`src/design/ex_defs.svh`:
```
`ifndef EX_DEFS_SVH
`define EX_DEFS_SVH

`define XLEN   32
`define LANE_W 8
`define LANES  (`XLEN / `LANE_W)

// Base opcodes
`define OPC_OP      7'b0110011
`define OPC_OP_IMM  7'b0010011
`define OPC_LOAD    7'b0000011
`define OPC_STORE   7'b0100011
`define OPC_LUI     7'b0110111
`define OPC_AUIPC   7'b0010111
`define OPC_BRANCH  7'b1100011
`define OPC_JAL     7'b1101111
`define OPC_JALR    7'b1100111
`define OPC_CUSTOM0 7'b0001011

`define F7_ALT    7'b0100000 // SUB, SRA, SRAI
`define F7_MULDIV 7'b0000001 // M extension, not decoded
`define F3_JALR   3'b000

// Custom-0 groups
`define CUST3_DOTMAC 3'b000
`define CUST3_ADDSUB 3'b001
`define CUST3_MISC   3'b010
`define CUST3_RELU   3'b110

`define CUST7_DOT4_SS 7'b0000000
`define CUST7_DOT4_SU 7'b0000001
`define CUST7_DOT4_UU 7'b0000010
`define CUST7_ADD8    7'b0000000
`define CUST7_SUB8    7'b0000001
`define CUST7_ADDSAT8 7'b0000010
`define CUST7_SUBSAT8 7'b0000011
`define CUST7_MAX8    7'b0000000
`define CUST7_MIN8    7'b0000001
`define CUST7_RELU8   7'b0000000

`endif

```
`src/design/ex_pkg.sv`:
```
`include "ex_defs.svh"

package ex_pkg;

    typedef logic [`XLEN-1:0]   word_t;
    typedef logic [`LANE_W-1:0] lane_t;

    // Unit that owns alu_result
    typedef enum logic [1:0] {
        CLS_NONE = 2'd0,
        CLS_INT  = 2'd1,
        CLS_SIMD = 2'd2
    } op_class_t;

    typedef enum logic [3:0] {
        ALU_ADD, ALU_SUB, ALU_SLL, ALU_SLT, ALU_SLTU,
        ALU_XOR, ALU_SRL, ALU_SRA, ALU_OR, ALU_AND
    } alu_op_t;

    typedef enum logic [3:0] {
        SIMD_DOT_SS, SIMD_DOT_SU, SIMD_DOT_UU,
        SIMD_ADD8, SIMD_SUB8, SIMD_ADDSAT8, SIMD_SUBSAT8,
        SIMD_MAX8, SIMD_MIN8, SIMD_RELU8
    } simd_op_t;

    // BR_BNONE is a branch funct3 that never takes but still has a target
    typedef enum logic [3:0] {
        BR_NONE, BR_EQ, BR_NE, BR_LT, BR_GE, BR_LTU, BR_GEU,
        BR_JAL, BR_JALR, BR_BNONE
    } br_cond_t;

endpackage

```
`src/design/ex_int_alu.sv`:
```
`timescale 1ns/10ps

module ex_int_alu (
    input  ex_pkg::alu_op_t alu_op,
    input  ex_pkg::word_t   op_a,
    input  ex_pkg::word_t   op_b,
    output ex_pkg::word_t   int_result
);
    import ex_pkg::*;

    logic [4:0] shamt;
    logic       lt_s;
    logic       lt_u;

    assign shamt = op_b[4:0];
    assign lt_s  = $signed(op_a) < $signed(op_b);
    assign lt_u  = op_a < op_b;

    always_comb begin
        case (alu_op)
            ALU_ADD:  int_result = op_a + op_b;
            ALU_SUB:  int_result = op_a - op_b;
            ALU_SLL:  int_result = op_a << shamt;
            ALU_SLT:  int_result = word_t'(lt_s);
            ALU_SLTU: int_result = word_t'(lt_u);
            ALU_XOR:  int_result = op_a ^ op_b;
            ALU_SRL:  int_result = op_a >> shamt;
            ALU_SRA:  int_result = $signed(op_a) >>> shamt; // Sign fill
            ALU_OR:   int_result = op_a | op_b;
            ALU_AND:  int_result = op_a & op_b;
            default:  int_result = '0;
        endcase
    end

endmodule

```
`src/design/ex_simd_alu.sv`:
```
`timescale 1ns/10ps
`include "ex_defs.svh"

module ex_simd_alu (
    input  ex_pkg::simd_op_t simd_op,
    input  ex_pkg::word_t    rs1_q,
    input  ex_pkg::word_t    rs2_q,
    output ex_pkg::word_t    simd_result
);
    import ex_pkg::*;

    word_t prod_w [`LANES];
    word_t lane_word;
    word_t dot_sum;
    logic  a_sgn;
    logic  b_sgn;
    logic  is_dot;

    // Clamp a sign-extended sum to the signed lane range
    function automatic lane_t sat_lane(input logic [`LANE_W:0] s);
        if (s[`LANE_W] != s[`LANE_W-1]) begin
            return {s[`LANE_W], {(`LANE_W-1){~s[`LANE_W]}}};
        end
        return s[`LANE_W-1:0];
    endfunction

    assign a_sgn  = (simd_op != SIMD_DOT_UU);
    assign b_sgn  = (simd_op == SIMD_DOT_SS);
    assign is_dot = (simd_op == SIMD_DOT_SS) || (simd_op == SIMD_DOT_SU) ||
                    (simd_op == SIMD_DOT_UU);

    for (genvar i = 0; i < `LANES; i++) begin : g_lane
        lane_t              a;
        lane_t              b;
        lane_t              res;
        logic [`LANE_W:0]   sum;
        logic [`LANE_W:0]   dif;
        logic               a_lt_b;

        assign a      = rs1_q[i*`LANE_W +: `LANE_W];
        assign b      = rs2_q[i*`LANE_W +: `LANE_W];
        assign sum    = {a[`LANE_W-1], a} + {b[`LANE_W-1], b};
        assign dif    = {a[`LANE_W-1], a} - {b[`LANE_W-1], b};
        assign a_lt_b = $signed(a) < $signed(b);

        // 9-bit extension sets the signedness of each factor
        assign prod_w[i] = $signed({a_sgn & a[`LANE_W-1], a}) *
                           $signed({b_sgn & b[`LANE_W-1], b});

        always_comb begin
            case (simd_op)
                SIMD_ADD8:    res = sum[`LANE_W-1:0];
                SIMD_SUB8:    res = dif[`LANE_W-1:0];
                SIMD_ADDSAT8: res = sat_lane(sum);
                SIMD_SUBSAT8: res = sat_lane(dif);
                SIMD_MAX8:    res = a_lt_b ? b : a;
                SIMD_MIN8:    res = a_lt_b ? a : b;
                SIMD_RELU8:   res = a[`LANE_W-1] ? '0 : a;
                default:      res = '0;
            endcase
        end

        assign lane_word[i*`LANE_W +: `LANE_W] = res;
    end

    always_comb begin
        dot_sum = '0;
        for (int i = 0; i < `LANES; i++) begin
            dot_sum = dot_sum + prod_w[i];
        end
    end

    assign simd_result = is_dot ? dot_sum : lane_word;

endmodule

```
`src/design/ex_branch_unit.sv`:
```
`timescale 1ns/10ps

module ex_branch_unit (
    input  ex_pkg::br_cond_t br_cond,
    input  ex_pkg::word_t    rs1_q,
    input  ex_pkg::word_t    rs2_q,
    input  ex_pkg::word_t    imm_q,
    input  ex_pkg::word_t    pc_q,
    output logic             br_taken,
    output ex_pkg::word_t    br_target
);
    import ex_pkg::*;

    word_t pc_tgt;
    word_t jalr_sum;
    logic  lt_s;
    logic  lt_u;

    assign pc_tgt   = pc_q + imm_q;
    assign jalr_sum = rs1_q + imm_q;
    assign lt_s     = $signed(rs1_q) < $signed(rs2_q);
    assign lt_u     = rs1_q < rs2_q;

    always_comb begin
        br_taken  = 1'b0;
        br_target = pc_tgt;
        case (br_cond)
            BR_EQ:    br_taken = (rs1_q == rs2_q);
            BR_NE:    br_taken = (rs1_q != rs2_q);
            BR_LT:    br_taken = lt_s;
            BR_GE:    br_taken = ~lt_s;
            BR_LTU:   br_taken = lt_u;
            BR_GEU:   br_taken = ~lt_u;
            BR_JAL:   br_taken = 1'b1;
            BR_JALR: begin
                br_taken  = 1'b1;
                br_target = jalr_sum & ~word_t'(1); // Clear bit 0
            end
            BR_BNONE: br_taken = 1'b0;
            default:  br_target = '0; // Not a control transfer
        endcase
    end

endmodule

```
`src/design/ex_result_reg.sv`:
```
`timescale 1ns/10ps

module ex_result_reg (
    input  logic              clk,
    input  logic              rst,
    input  logic              op_valid,
    input  ex_pkg::op_class_t op_class,
    input  ex_pkg::word_t     int_result,
    input  ex_pkg::word_t     simd_result,
    input  logic              br_taken,
    input  ex_pkg::word_t     br_target,
    output logic              out_valid,
    output ex_pkg::word_t     alu_result,
    output logic              branch_taken,
    output ex_pkg::word_t     branch_target,
    output logic              custom_valid
);
    import ex_pkg::*;

    word_t result_d;

    always_comb begin
        case (op_class)
            CLS_INT:  result_d = int_result;
            CLS_SIMD: result_d = simd_result;
            default:  result_d = '0;
        endcase
    end

    // Flags drop whenever no result is presented
    always_ff @(posedge clk) begin
        if (rst) begin
            out_valid    <= 1'b0;
            branch_taken <= 1'b0;
            custom_valid <= 1'b0;
        end else begin
            out_valid    <= op_valid;
            branch_taken <= op_valid & br_taken;
            custom_valid <= op_valid & (op_class == CLS_SIMD);
        end
    end

    always_ff @(posedge clk) begin
        if (op_valid) begin
            alu_result    <= result_d;
            branch_target <= br_target;
        end
    end

endmodule

```
`src/design/ex_decode.sv`:
```
`timescale 1ns/10ps
`include "ex_defs.svh"

module ex_decode (
    input  logic              clk,
    input  logic              rst,
    input  logic              in_valid,
    input  logic [6:0]        opcode,
    input  logic [2:0]        funct3,
    input  logic [6:0]        funct7,
    input  ex_pkg::word_t     rs1_val,
    input  ex_pkg::word_t     rs2_val,
    input  ex_pkg::word_t     imm,
    input  ex_pkg::word_t     pc_in,
    output logic              op_valid,
    output ex_pkg::op_class_t op_class,
    output ex_pkg::alu_op_t   alu_op,
    output ex_pkg::simd_op_t  simd_op,
    output ex_pkg::br_cond_t  br_cond,
    output ex_pkg::word_t     op_a,
    output ex_pkg::word_t     op_b,
    output ex_pkg::word_t     rs1_q,
    output ex_pkg::word_t     rs2_q,
    output ex_pkg::word_t     imm_q,
    output ex_pkg::word_t     pc_q
);
    import ex_pkg::*;

    op_class_t cls_d;
    alu_op_t   alu_d;
    simd_op_t  simd_d;
    br_cond_t  br_d;
    word_t     a_d;
    word_t     b_d;

    function automatic alu_op_t alu_map(input logic [2:0] f3, input logic alt);
        case (f3)
            3'b000:  return alt ? ALU_SUB : ALU_ADD;
            3'b001:  return ALU_SLL;
            3'b010:  return ALU_SLT;
            3'b011:  return ALU_SLTU;
            3'b100:  return ALU_XOR;
            3'b101:  return alt ? ALU_SRA : ALU_SRL;
            3'b110:  return ALU_OR;
            default: return ALU_AND;
        endcase
    endfunction

    always_comb begin
        cls_d  = CLS_NONE;
        alu_d  = ALU_ADD;
        simd_d = SIMD_ADD8;
        br_d   = BR_NONE;
        a_d    = rs1_val;
        b_d    = imm;
        case (opcode)
            `OPC_OP: begin
                b_d = rs2_val;
                if (funct7 != `F7_MULDIV) begin
                    cls_d = CLS_INT;
                    alu_d = alu_map(funct3, funct7 == `F7_ALT);
                end
            end
            `OPC_OP_IMM: begin
                cls_d = CLS_INT;
                alu_d = alu_map(funct3, (funct3 == 3'b101) && (funct7 == `F7_ALT)); // SRAI only
            end
            `OPC_LOAD, `OPC_STORE: cls_d = CLS_INT; // Effective address
            `OPC_LUI: begin
                cls_d = CLS_INT;
                a_d   = '0;
            end
            `OPC_AUIPC: begin
                cls_d = CLS_INT;
                a_d   = pc_in;
            end
            `OPC_CUSTOM0: begin
                cls_d = CLS_SIMD;
                case ({funct3, funct7})
                    {`CUST3_DOTMAC, `CUST7_DOT4_SS}: simd_d = SIMD_DOT_SS;
                    {`CUST3_DOTMAC, `CUST7_DOT4_SU}: simd_d = SIMD_DOT_SU;
                    {`CUST3_DOTMAC, `CUST7_DOT4_UU}: simd_d = SIMD_DOT_UU;
                    {`CUST3_ADDSUB, `CUST7_ADD8}:    simd_d = SIMD_ADD8;
                    {`CUST3_ADDSUB, `CUST7_SUB8}:    simd_d = SIMD_SUB8;
                    {`CUST3_ADDSUB, `CUST7_ADDSAT8}: simd_d = SIMD_ADDSAT8;
                    {`CUST3_ADDSUB, `CUST7_SUBSAT8}: simd_d = SIMD_SUBSAT8;
                    {`CUST3_MISC, `CUST7_MAX8}:      simd_d = SIMD_MAX8;
                    {`CUST3_MISC, `CUST7_MIN8}:      simd_d = SIMD_MIN8;
                    {`CUST3_RELU, `CUST7_RELU8}:     simd_d = SIMD_RELU8;
                    default:                         cls_d  = CLS_NONE;
                endcase
            end
            `OPC_BRANCH: begin
                case (funct3)
                    3'b000:  br_d = BR_EQ;
                    3'b001:  br_d = BR_NE;
                    3'b100:  br_d = BR_LT;
                    3'b101:  br_d = BR_GE;
                    3'b110:  br_d = BR_LTU;
                    3'b111:  br_d = BR_GEU;
                    default: br_d = BR_BNONE; // 010/011
                endcase
            end
            `OPC_JAL: br_d = BR_JAL;
            `OPC_JALR: begin
                if (funct3 == `F3_JALR) begin
                    br_d = BR_JALR;
                end
            end
            default: cls_d = CLS_NONE;
        endcase
    end

    always_ff @(posedge clk) begin
        if (rst) begin
            op_valid <= 1'b0;
        end else begin
            op_valid <= in_valid;
        end
    end

    always_ff @(posedge clk) begin
        if (in_valid) begin
            op_class <= cls_d;
            alu_op   <= alu_d;
            simd_op  <= simd_d;
            br_cond  <= br_d;
            op_a     <= a_d;
            op_b     <= b_d;
            rs1_q    <= rs1_val;
            rs2_q    <= rs2_val;
            imm_q    <= imm;
            pc_q     <= pc_in;
        end
    end

endmodule

```
`src/design/ex_stage.sv`:
```
`timescale 1ns/10ps

module ex_stage (
    input  logic          clk,
    input  logic          rst,
    input  logic          in_valid,
    input  logic [6:0]    opcode,
    input  logic [2:0]    funct3,
    input  logic [6:0]    funct7,
    input  ex_pkg::word_t rs1_val,
    input  ex_pkg::word_t rs2_val,
    input  ex_pkg::word_t imm,
    input  ex_pkg::word_t pc_in,
    output logic          out_valid,
    output ex_pkg::word_t alu_result,
    output logic          branch_taken,
    output ex_pkg::word_t branch_target,
    output logic          custom_valid
);
    import ex_pkg::*;

    logic      op_valid;
    op_class_t op_class;
    alu_op_t   alu_op;
    simd_op_t  simd_op;
    br_cond_t  br_cond;
    word_t     op_a;
    word_t     op_b;
    word_t     rs1_q;
    word_t     rs2_q;
    word_t     imm_q;
    word_t     pc_q;
    word_t     int_result;
    word_t     simd_result;
    logic      br_taken;
    word_t     br_target;

    ex_decode u_decode (
        .clk      (clk),
        .rst      (rst),
        .in_valid (in_valid),
        .opcode   (opcode),
        .funct3   (funct3),
        .funct7   (funct7),
        .rs1_val  (rs1_val),
        .rs2_val  (rs2_val),
        .imm      (imm),
        .pc_in    (pc_in),
        .op_valid (op_valid),
        .op_class (op_class),
        .alu_op   (alu_op),
        .simd_op  (simd_op),
        .br_cond  (br_cond),
        .op_a     (op_a),
        .op_b     (op_b),
        .rs1_q    (rs1_q),
        .rs2_q    (rs2_q),
        .imm_q    (imm_q),
        .pc_q     (pc_q)
    );

    ex_int_alu u_int_alu (
        .alu_op     (alu_op),
        .op_a       (op_a),
        .op_b       (op_b),
        .int_result (int_result)
    );

    ex_simd_alu u_simd_alu (
        .simd_op     (simd_op),
        .rs1_q       (rs1_q),
        .rs2_q       (rs2_q),
        .simd_result (simd_result)
    );

    ex_branch_unit u_branch_unit (
        .br_cond   (br_cond),
        .rs1_q     (rs1_q),
        .rs2_q     (rs2_q),
        .imm_q     (imm_q),
        .pc_q      (pc_q),
        .br_taken  (br_taken),
        .br_target (br_target)
    );

    ex_result_reg u_result_reg (
        .clk           (clk),
        .rst           (rst),
        .op_valid      (op_valid),
        .op_class      (op_class),
        .int_result    (int_result),
        .simd_result   (simd_result),
        .br_taken      (br_taken),
        .br_target     (br_target),
        .out_valid     (out_valid),
        .alu_result    (alu_result),
        .branch_taken  (branch_taken),
        .branch_target (branch_target),
        .custom_valid  (custom_valid)
    );

endmodule

```
`config.mk`:
```
export PLATFORM = sky130hd
export DESIGN_NAME = ex_stage
export DESIGN_NICKNAME = d
export VERILOG_FILES = /design/src/design/ex_pkg.sv /design/src/design/ex_int_alu.sv /design/src/design/ex_simd_alu.sv /design/src/design/ex_branch_unit.sv /design/src/design/ex_result_reg.sv /design/src/design/ex_decode.sv /design/src/design/ex_stage.sv
export VERILOG_INCLUDE_DIRS = /design/src /design/src/design
export SDC_FILE = /design/constraint.sdc
export NUM_CORES = 2
export LEC_CHECK = 0
export BUFFER_PORTS_ARGS = -buffer_cell sky130_fd_sc_hd__buf_4
export CORE_AREA = 3 3 287 289
export CTS_CLUSTER_DIAMETER = 60
export DETAILED_ROUTE_END_ITERATION = 10
export DIE_AREA = 0 0 290 292
export PLACE_DENSITY_LB_ADDON = 0.2
export REMOVE_ABC_BUFFERS = 1
export SLEW_MARGIN = 20
export SYNTH_ARGS = -nofsm -noshare
export SYNTH_HDL_FRONTEND = slang
export SYNTH_SLANG_ARGS = --single-unit
```
`constraint.sdc`:
```
create_clock -name clk -period 26.3 [get_ports clk]
set_input_delay 5.26 -clock clk [delete_from_list [all_inputs] [get_ports clk]]
set_output_delay 5.26 -clock clk [all_outputs]
set_load 0.005 [all_outputs]
```
Word-level counts from Yosys, hierarchy flattened. Index checks and enable logic that the tools add are counted.

Shift-type cells: 3. Bitwise logic cells: 23. $add $sub $neg: 15. Muxes and demuxes: 70. Multipliers: 4. Equal/unequal tests: 68. Magnitude comparators: 8. Reductions and logical operators: 11.

Operator list (count): $pmux 32 s10 (1); $pmux 8 s7 (4); $add 32x32->32 (6); $mux 8 (24); $pmux 32 s2 (3); $lt 32x32->1 (4); $mul 9x9->18 (4); $mux 32 (2); $pmux 4 s7 (2); $eq 4x3->1 const B (12); $eq 10x8->1 const B (4); $add 8x8->9 (4); $pmux 4 s9 (1); $sub 8x8->9 (4); $and 32x32->32 (1); $eq 32x32->1 (1); $lt 8x8->1 (4); $ne 32x32->1 (1); $or 32x32->32 (1); $shl 32x5->32 (1); $shr 32x5->32 (1); $sshr 32x5->32 (1); $sub 32x32->32 (1); $xor 32x32->32 (1); other kinds (40) (114).

Register bits after elaboration: 274. Bits of input ports: 148. Logic and storage cells: 218. Output and inout bits: 67.

Longest topological paths before layout.
Word-level depth: 8. Depth in mapped cells: 37. Mapped depth without buffers: 36.

By module. From an unflattened synthesis, not the netlist that was laid out.

Cell total of the unflattened synthesis: 4529. Area total of the unflattened synthesis: 40620.2 um2.

By module, submodules not included: ex_simd_alu (times used 1, area an instance 18367.6 um2, cells each 2175); ex_decode (times used 1, area an instance 7759.9 um2, cells each 428); ex_int_alu (times used 1, area an instance 7638.6 um2, cells each 1184); ex_branch_unit (times used 1, area an instance 4307.9 um2, cells each 594); ex_result_reg (times used 1, area an instance 2546.2 um2, cells each 148).

Worst setup path after synthesis. OpenSTA, ideal clock, no wires.

Path kind: register to register. Start point: register u_decode.simd_op[3]. End point: register u_result_reg.alu_result[20] (data pin). Path buffers: 2. Arrival: 8257 ps. Clock period less this slack: 8516 ps. Slack: 17784 ps. Data required time: 26041 ps. Library setup time: 259 ps. Stages on the path, launching flop included: 34. Cells stage by stage: edfxtp_1 > clkbuf_1 > or2_2 > clkbuf_1 > nor3_1 > nand3_1 > fa_1 > fa_1 > inv_1 > fa_1 > fa_1 > inv_1 > fa_1 > inv_1 > ha_1 > inv_1 > o21ai_0 > a21o_1 > a21o_1 > a21o_1 > a41o_1 > o41a_1 > xnor2_1 > fa_1 > fa_1 > inv_1 > ha_1 > nand4_1 > o221a_2 > o31ai_1 > a211oi_1 > o21ai_0 > o22ai_1 > a211o_1.

Cells in the longest elaborated chain, start to end: 8. Elaborated cells on any way between the ends: 31. Those cells by class: add/sub: 3; mul: 4; eq/ne: 10; mux: 3; bitwise: 8; reduce/logical: 3.

RTL lines: start: declaration (RTL line ex_decode.sv:18) `output ex_pkg::simd_op_t simd_op,`; start signal: assignment (RTL line ex_decode.sv:126) `simd_op <= simd_d;`; $ne 4x2->1 or $logic_not 4->1 (tied branches) (RTL line ex_simd_alu.sv:27, ex_simd_alu.sv:28, ex_simd_alu.sv:29); $and 1x1->1 (on tied branches) (RTL line ex_simd_alu.sv:47, ex_simd_alu.sv:48); $mul 9x9->18 (RTL line ex_simd_alu.sv:47) `` assign prod_w[i] = $signed({a_sgn & a[`LANE_W-1], a}) * ``; $add 32x32->32 (3 in series) (RTL line ex_simd_alu.sv:69) `dot_sum = dot_sum + prod_w[i];`; $mux 32 * (RTL line ex_simd_alu.sv:73) `assign simd_result = is_dot ? dot_sum : lane_word;`; $pmux 32 s2 * (RTL line ex_result_reg.sv:23) `case (op_class)`; named net u_result_reg.result_d[20] (RTL line ex_result_reg.sv:20) `word_t result_d;`; end signal: assignment (RTL line ex_result_reg.sv:45) `alu_result <= result_d;`; end: declaration (RTL line ex_result_reg.sv:13) `output ex_pkg::word_t alu_result,`.

The timed path passes the listed nets; every way through them passes the cells marked *. A chain may end at the register's enable or synchronous reset.

Worst setup path in the final report.
Start point: register u_decode.simd_op[2]. End point: register u_result_reg.alu_result[20] (data pin).

Same word-level chain as after synthesis.

==> flow_summary_export.csv <==
group,metric,value,unit
outcome,status,"finished clean",
placed_design,place_congestion,1.02,
clock_network,cts_tree,"done",
logic_synthesis,synth.area.top_cells,"edfxtp_1 20%, fa_1 16%, ha_1 12%",
layout,drive_gt1_share,10.5,%
min_path,hold_path_class,"register to register",
drt,vias_per_cell,6.27,
critical_path,path_class,"register to register",
critical_path,cp.required,26760,ps
drt,ant_nets,0,
drt,dr.pass1.iters,9,
logic_synthesis,synth.cells.most_frequent,"611 x inv_1, 405 x ha_1, 357 x nand2_1",
logic_synthesis,ys_seq_elements,274,
timing,setup-tns-final,0,ps
critical_path,regToRegSetupSlack,16220,ps
logic_synthesis,syn_area,40600,um^2
timing,finalHoldViolations,0,
logic_synthesis,synth_seq_area_share,20.1,%
timing,worstMarginPinSlew,1160,ps
grt,grt_remaining_overflow,0,
layout,final_nets,5556,
clock_network,cts_setup_buffers,0,
timing,post-route-worst-setup-slack,16220,ps
grt,grt_max_degree,78,
clock_network,clockRootBuffer,"clkbuf_16",
clock_network,clk_latency,600,ps
floorplan,placementRows,104,
placed_design,post-place-ws,16030,ps
clock_network,ctsHoldBuffers,0,
clock_network,clk_path_buf_depth,3,
timing,skew,42.1,ps
drt,drc,0,
drt,drt_iter0_drc,4079,
logic_synthesis,synth_cell_types,91,
critical_path,crit_arrival,10540,ps
timing,slew_violations,0,
critical_path,critPathLaunchType,"register",
placed_design,port_buffers,214,
timing,final-setup-viol-count,0,
logic_synthesis,yosysMostFrequentCell,"inv_1",
clock_network,clk_pin_slew,60,ps
drt,finalWirelength,150000,um
logic_synthesis,ys_dominant_reg_cell,"edfxtp_1",
clock_network,htreeDepth,2,
timing,fin_crit_sh,38.3,%
clock_network,cts_buffers,40,
critical_path,crit_slowest_cell,"a211oi_1",
logic_synthesis,synth_edf_count,270,
floorplan,io-pin-count,215,
floorplan,start_util,50.7,%
logic_synthesis,synth_cells,4580,
drt,num_vias,36100,
clock_network,clock-sinks,274,
critical_path,critPathCaptureType,"register",
drt,wire_per_inst,26.0,um
logic_synthesis,synth_largest_area_cell,"edfxtp_1",
floorplan,core,80200,um^2
floorplan,dieArea,84700,um^2
floorplan,die_w,290,um
timing,max_freq,0.0992,GHz
clock_network,ctsResizeCount,0,
logic_synthesis,synth_top_area_share,19.9,%
grt,grt_pass1_wl,223000,um
run,maxCapViolations,0,
critical_path,critical_path.top_delay_family,"adder cells",
critical_path,critPathMostFrequentCell,"fa_1",
layout,syn_to_final_growth,9.83,%
placed_design,hpwl,118000,um
critical_path,cp_max_fo,15,
timing,period_minus_slack,10080,ps
critical_path,slowest_delay,690,ps
logic_synthesis,async_flop_share,0,%
logic_synthesis,yosys_warnings,0,
layout,nFillCells,7434,
grt,antenna_found_initial,8,
logic_synthesis,postSynthAreaPerCell,8.87,um^2
timing,slew_headroom,23.0,%
timing,rsz0062_at_grt,"no",
floorplan,fp.dieH,292,um
grt,track_usage,34.6,%
critical_path,path_buf_inv,6,
grt,grt_pass1_vias,34900,
==> area by class of cell <==
class	count	area [um^2]	share of cell area, %
Antenna cell	2	5.00	0.0112
Timing Repair Buffer	268	2020	4.52
Clock inverter	27	388	0.869
Tap cell	1060	1330	2.97
Clock buffer	46	1030	2.32
Sequential cell	274	8190	18.4
Inverter	619	2320	5.20
Multi-Input combinational cell	3471	29400	65.8
==> placed cells by master, fill, tap and decap left out, types with 12 or more instances in the layout <==
cell type / count
nor2b_1: 40
a31oi_1: 30
or3_1: 31
ha_1: 405
o21ai_0: 260
o21bai_1: 30
clkbuf_16: 40
o2111ai_1: 21
a221oi_1: 37
mux4_2: 68
xor2_1: 64
buf_4: 267
nor2_1: 349
inv_1: 611
a21o_1: 76
fa_1: 329
nor3_1: 74
o221ai_1: 20
xnor2_1: 145
and2_1: 134
or2_2: 16
edfxtp_1: 270
nor4_1: 16
nand4_1: 24
o211ai_1: 45
nand2_1: 356
a22oi_1: 23
a211oi_1: 54
a21oi_1: 260
mux2i_1: 48
o31ai_1: 16
o31a_1: 14
and3_1: 12
nand2b_1: 82
o21a_1: 33
mux2_2: 40
a221o_1: 12
o22ai_1: 49
nand3_1: 76
==> worst paths after layout <==
| check | from | end | depth (start not counted) |
|---|---|---|---|
| worst min register to register | u_decode.op_valid | u_result_reg.branch_target[31] | 0 |
| worst max-delay path | u_decode.simd_op[2] | u_result_reg.alu_result[20] | 34 |
| worst max register to register | u_decode.simd_op[2] | u_result_reg.alu_result[20] | 34 |
| worst min-delay path | u_decode.op_valid | u_result_reg.branch_target[31] | 0 |
==> metal layers <==
layer  vias to the layer above  global-route usage (%)  part of all wire [%]
met1                     17600                    47.9                    41
met5                         -                       0                 0.045
li1                      16200                       -                     -
met2                      2039                    53.1                    44
met4                         6                    13.8                   4.8
met3                       333                    7.46                    11
==> stage by stage <==
stage	hold slack, ps	area (um^2)	util [%]	cells
final	656	44600	55.7	5767
after global routing	687	44600	55.7	5765
after CTS	670	44600	55.7	5765
after detailed placement	657	43200	53.9	5692
after global placement	633	43200	53.9	5692
after floorplan	609	39800	-	4364
==> flip-flops by register name, summed over array words and instances (netlist names) <==
signal and flops:
u_decode.alu_op 4, u_decode.br_cond 4, u_decode.imm_q 32, u_decode.op_a 32
u_decode.op_b 32, u_decode.op_class 2, u_decode.op_valid 1, u_decode.pc_q 32
u_decode.rs1_q 32, u_decode.rs2_q 32, u_decode.simd_op 4, u_result_reg.alu_result 32
u_result_reg.branch_taken 1, u_result_reg.branch_target 32, u_result_reg.custom_valid 1, u_result_reg.out_valid 1
==> logic make-up (layout without fill, tap and decap cells) <==
logic type,after synthesis,after routing,share of synthesized area [%]
compound gates,1110,1110,18.0
buf+inv,835,960,7.79
simple gates,1260,1260,14.8
other cells,0,2,0
mux,158,158,6.11
flops,274,274,20.1
fa+ha+maj,734,734,28.7
xor+xnor,209,209,4.50
Power is not shown: default switching activity piles up to over one toggle a cycle in this logic, so the estimate is an artifact.
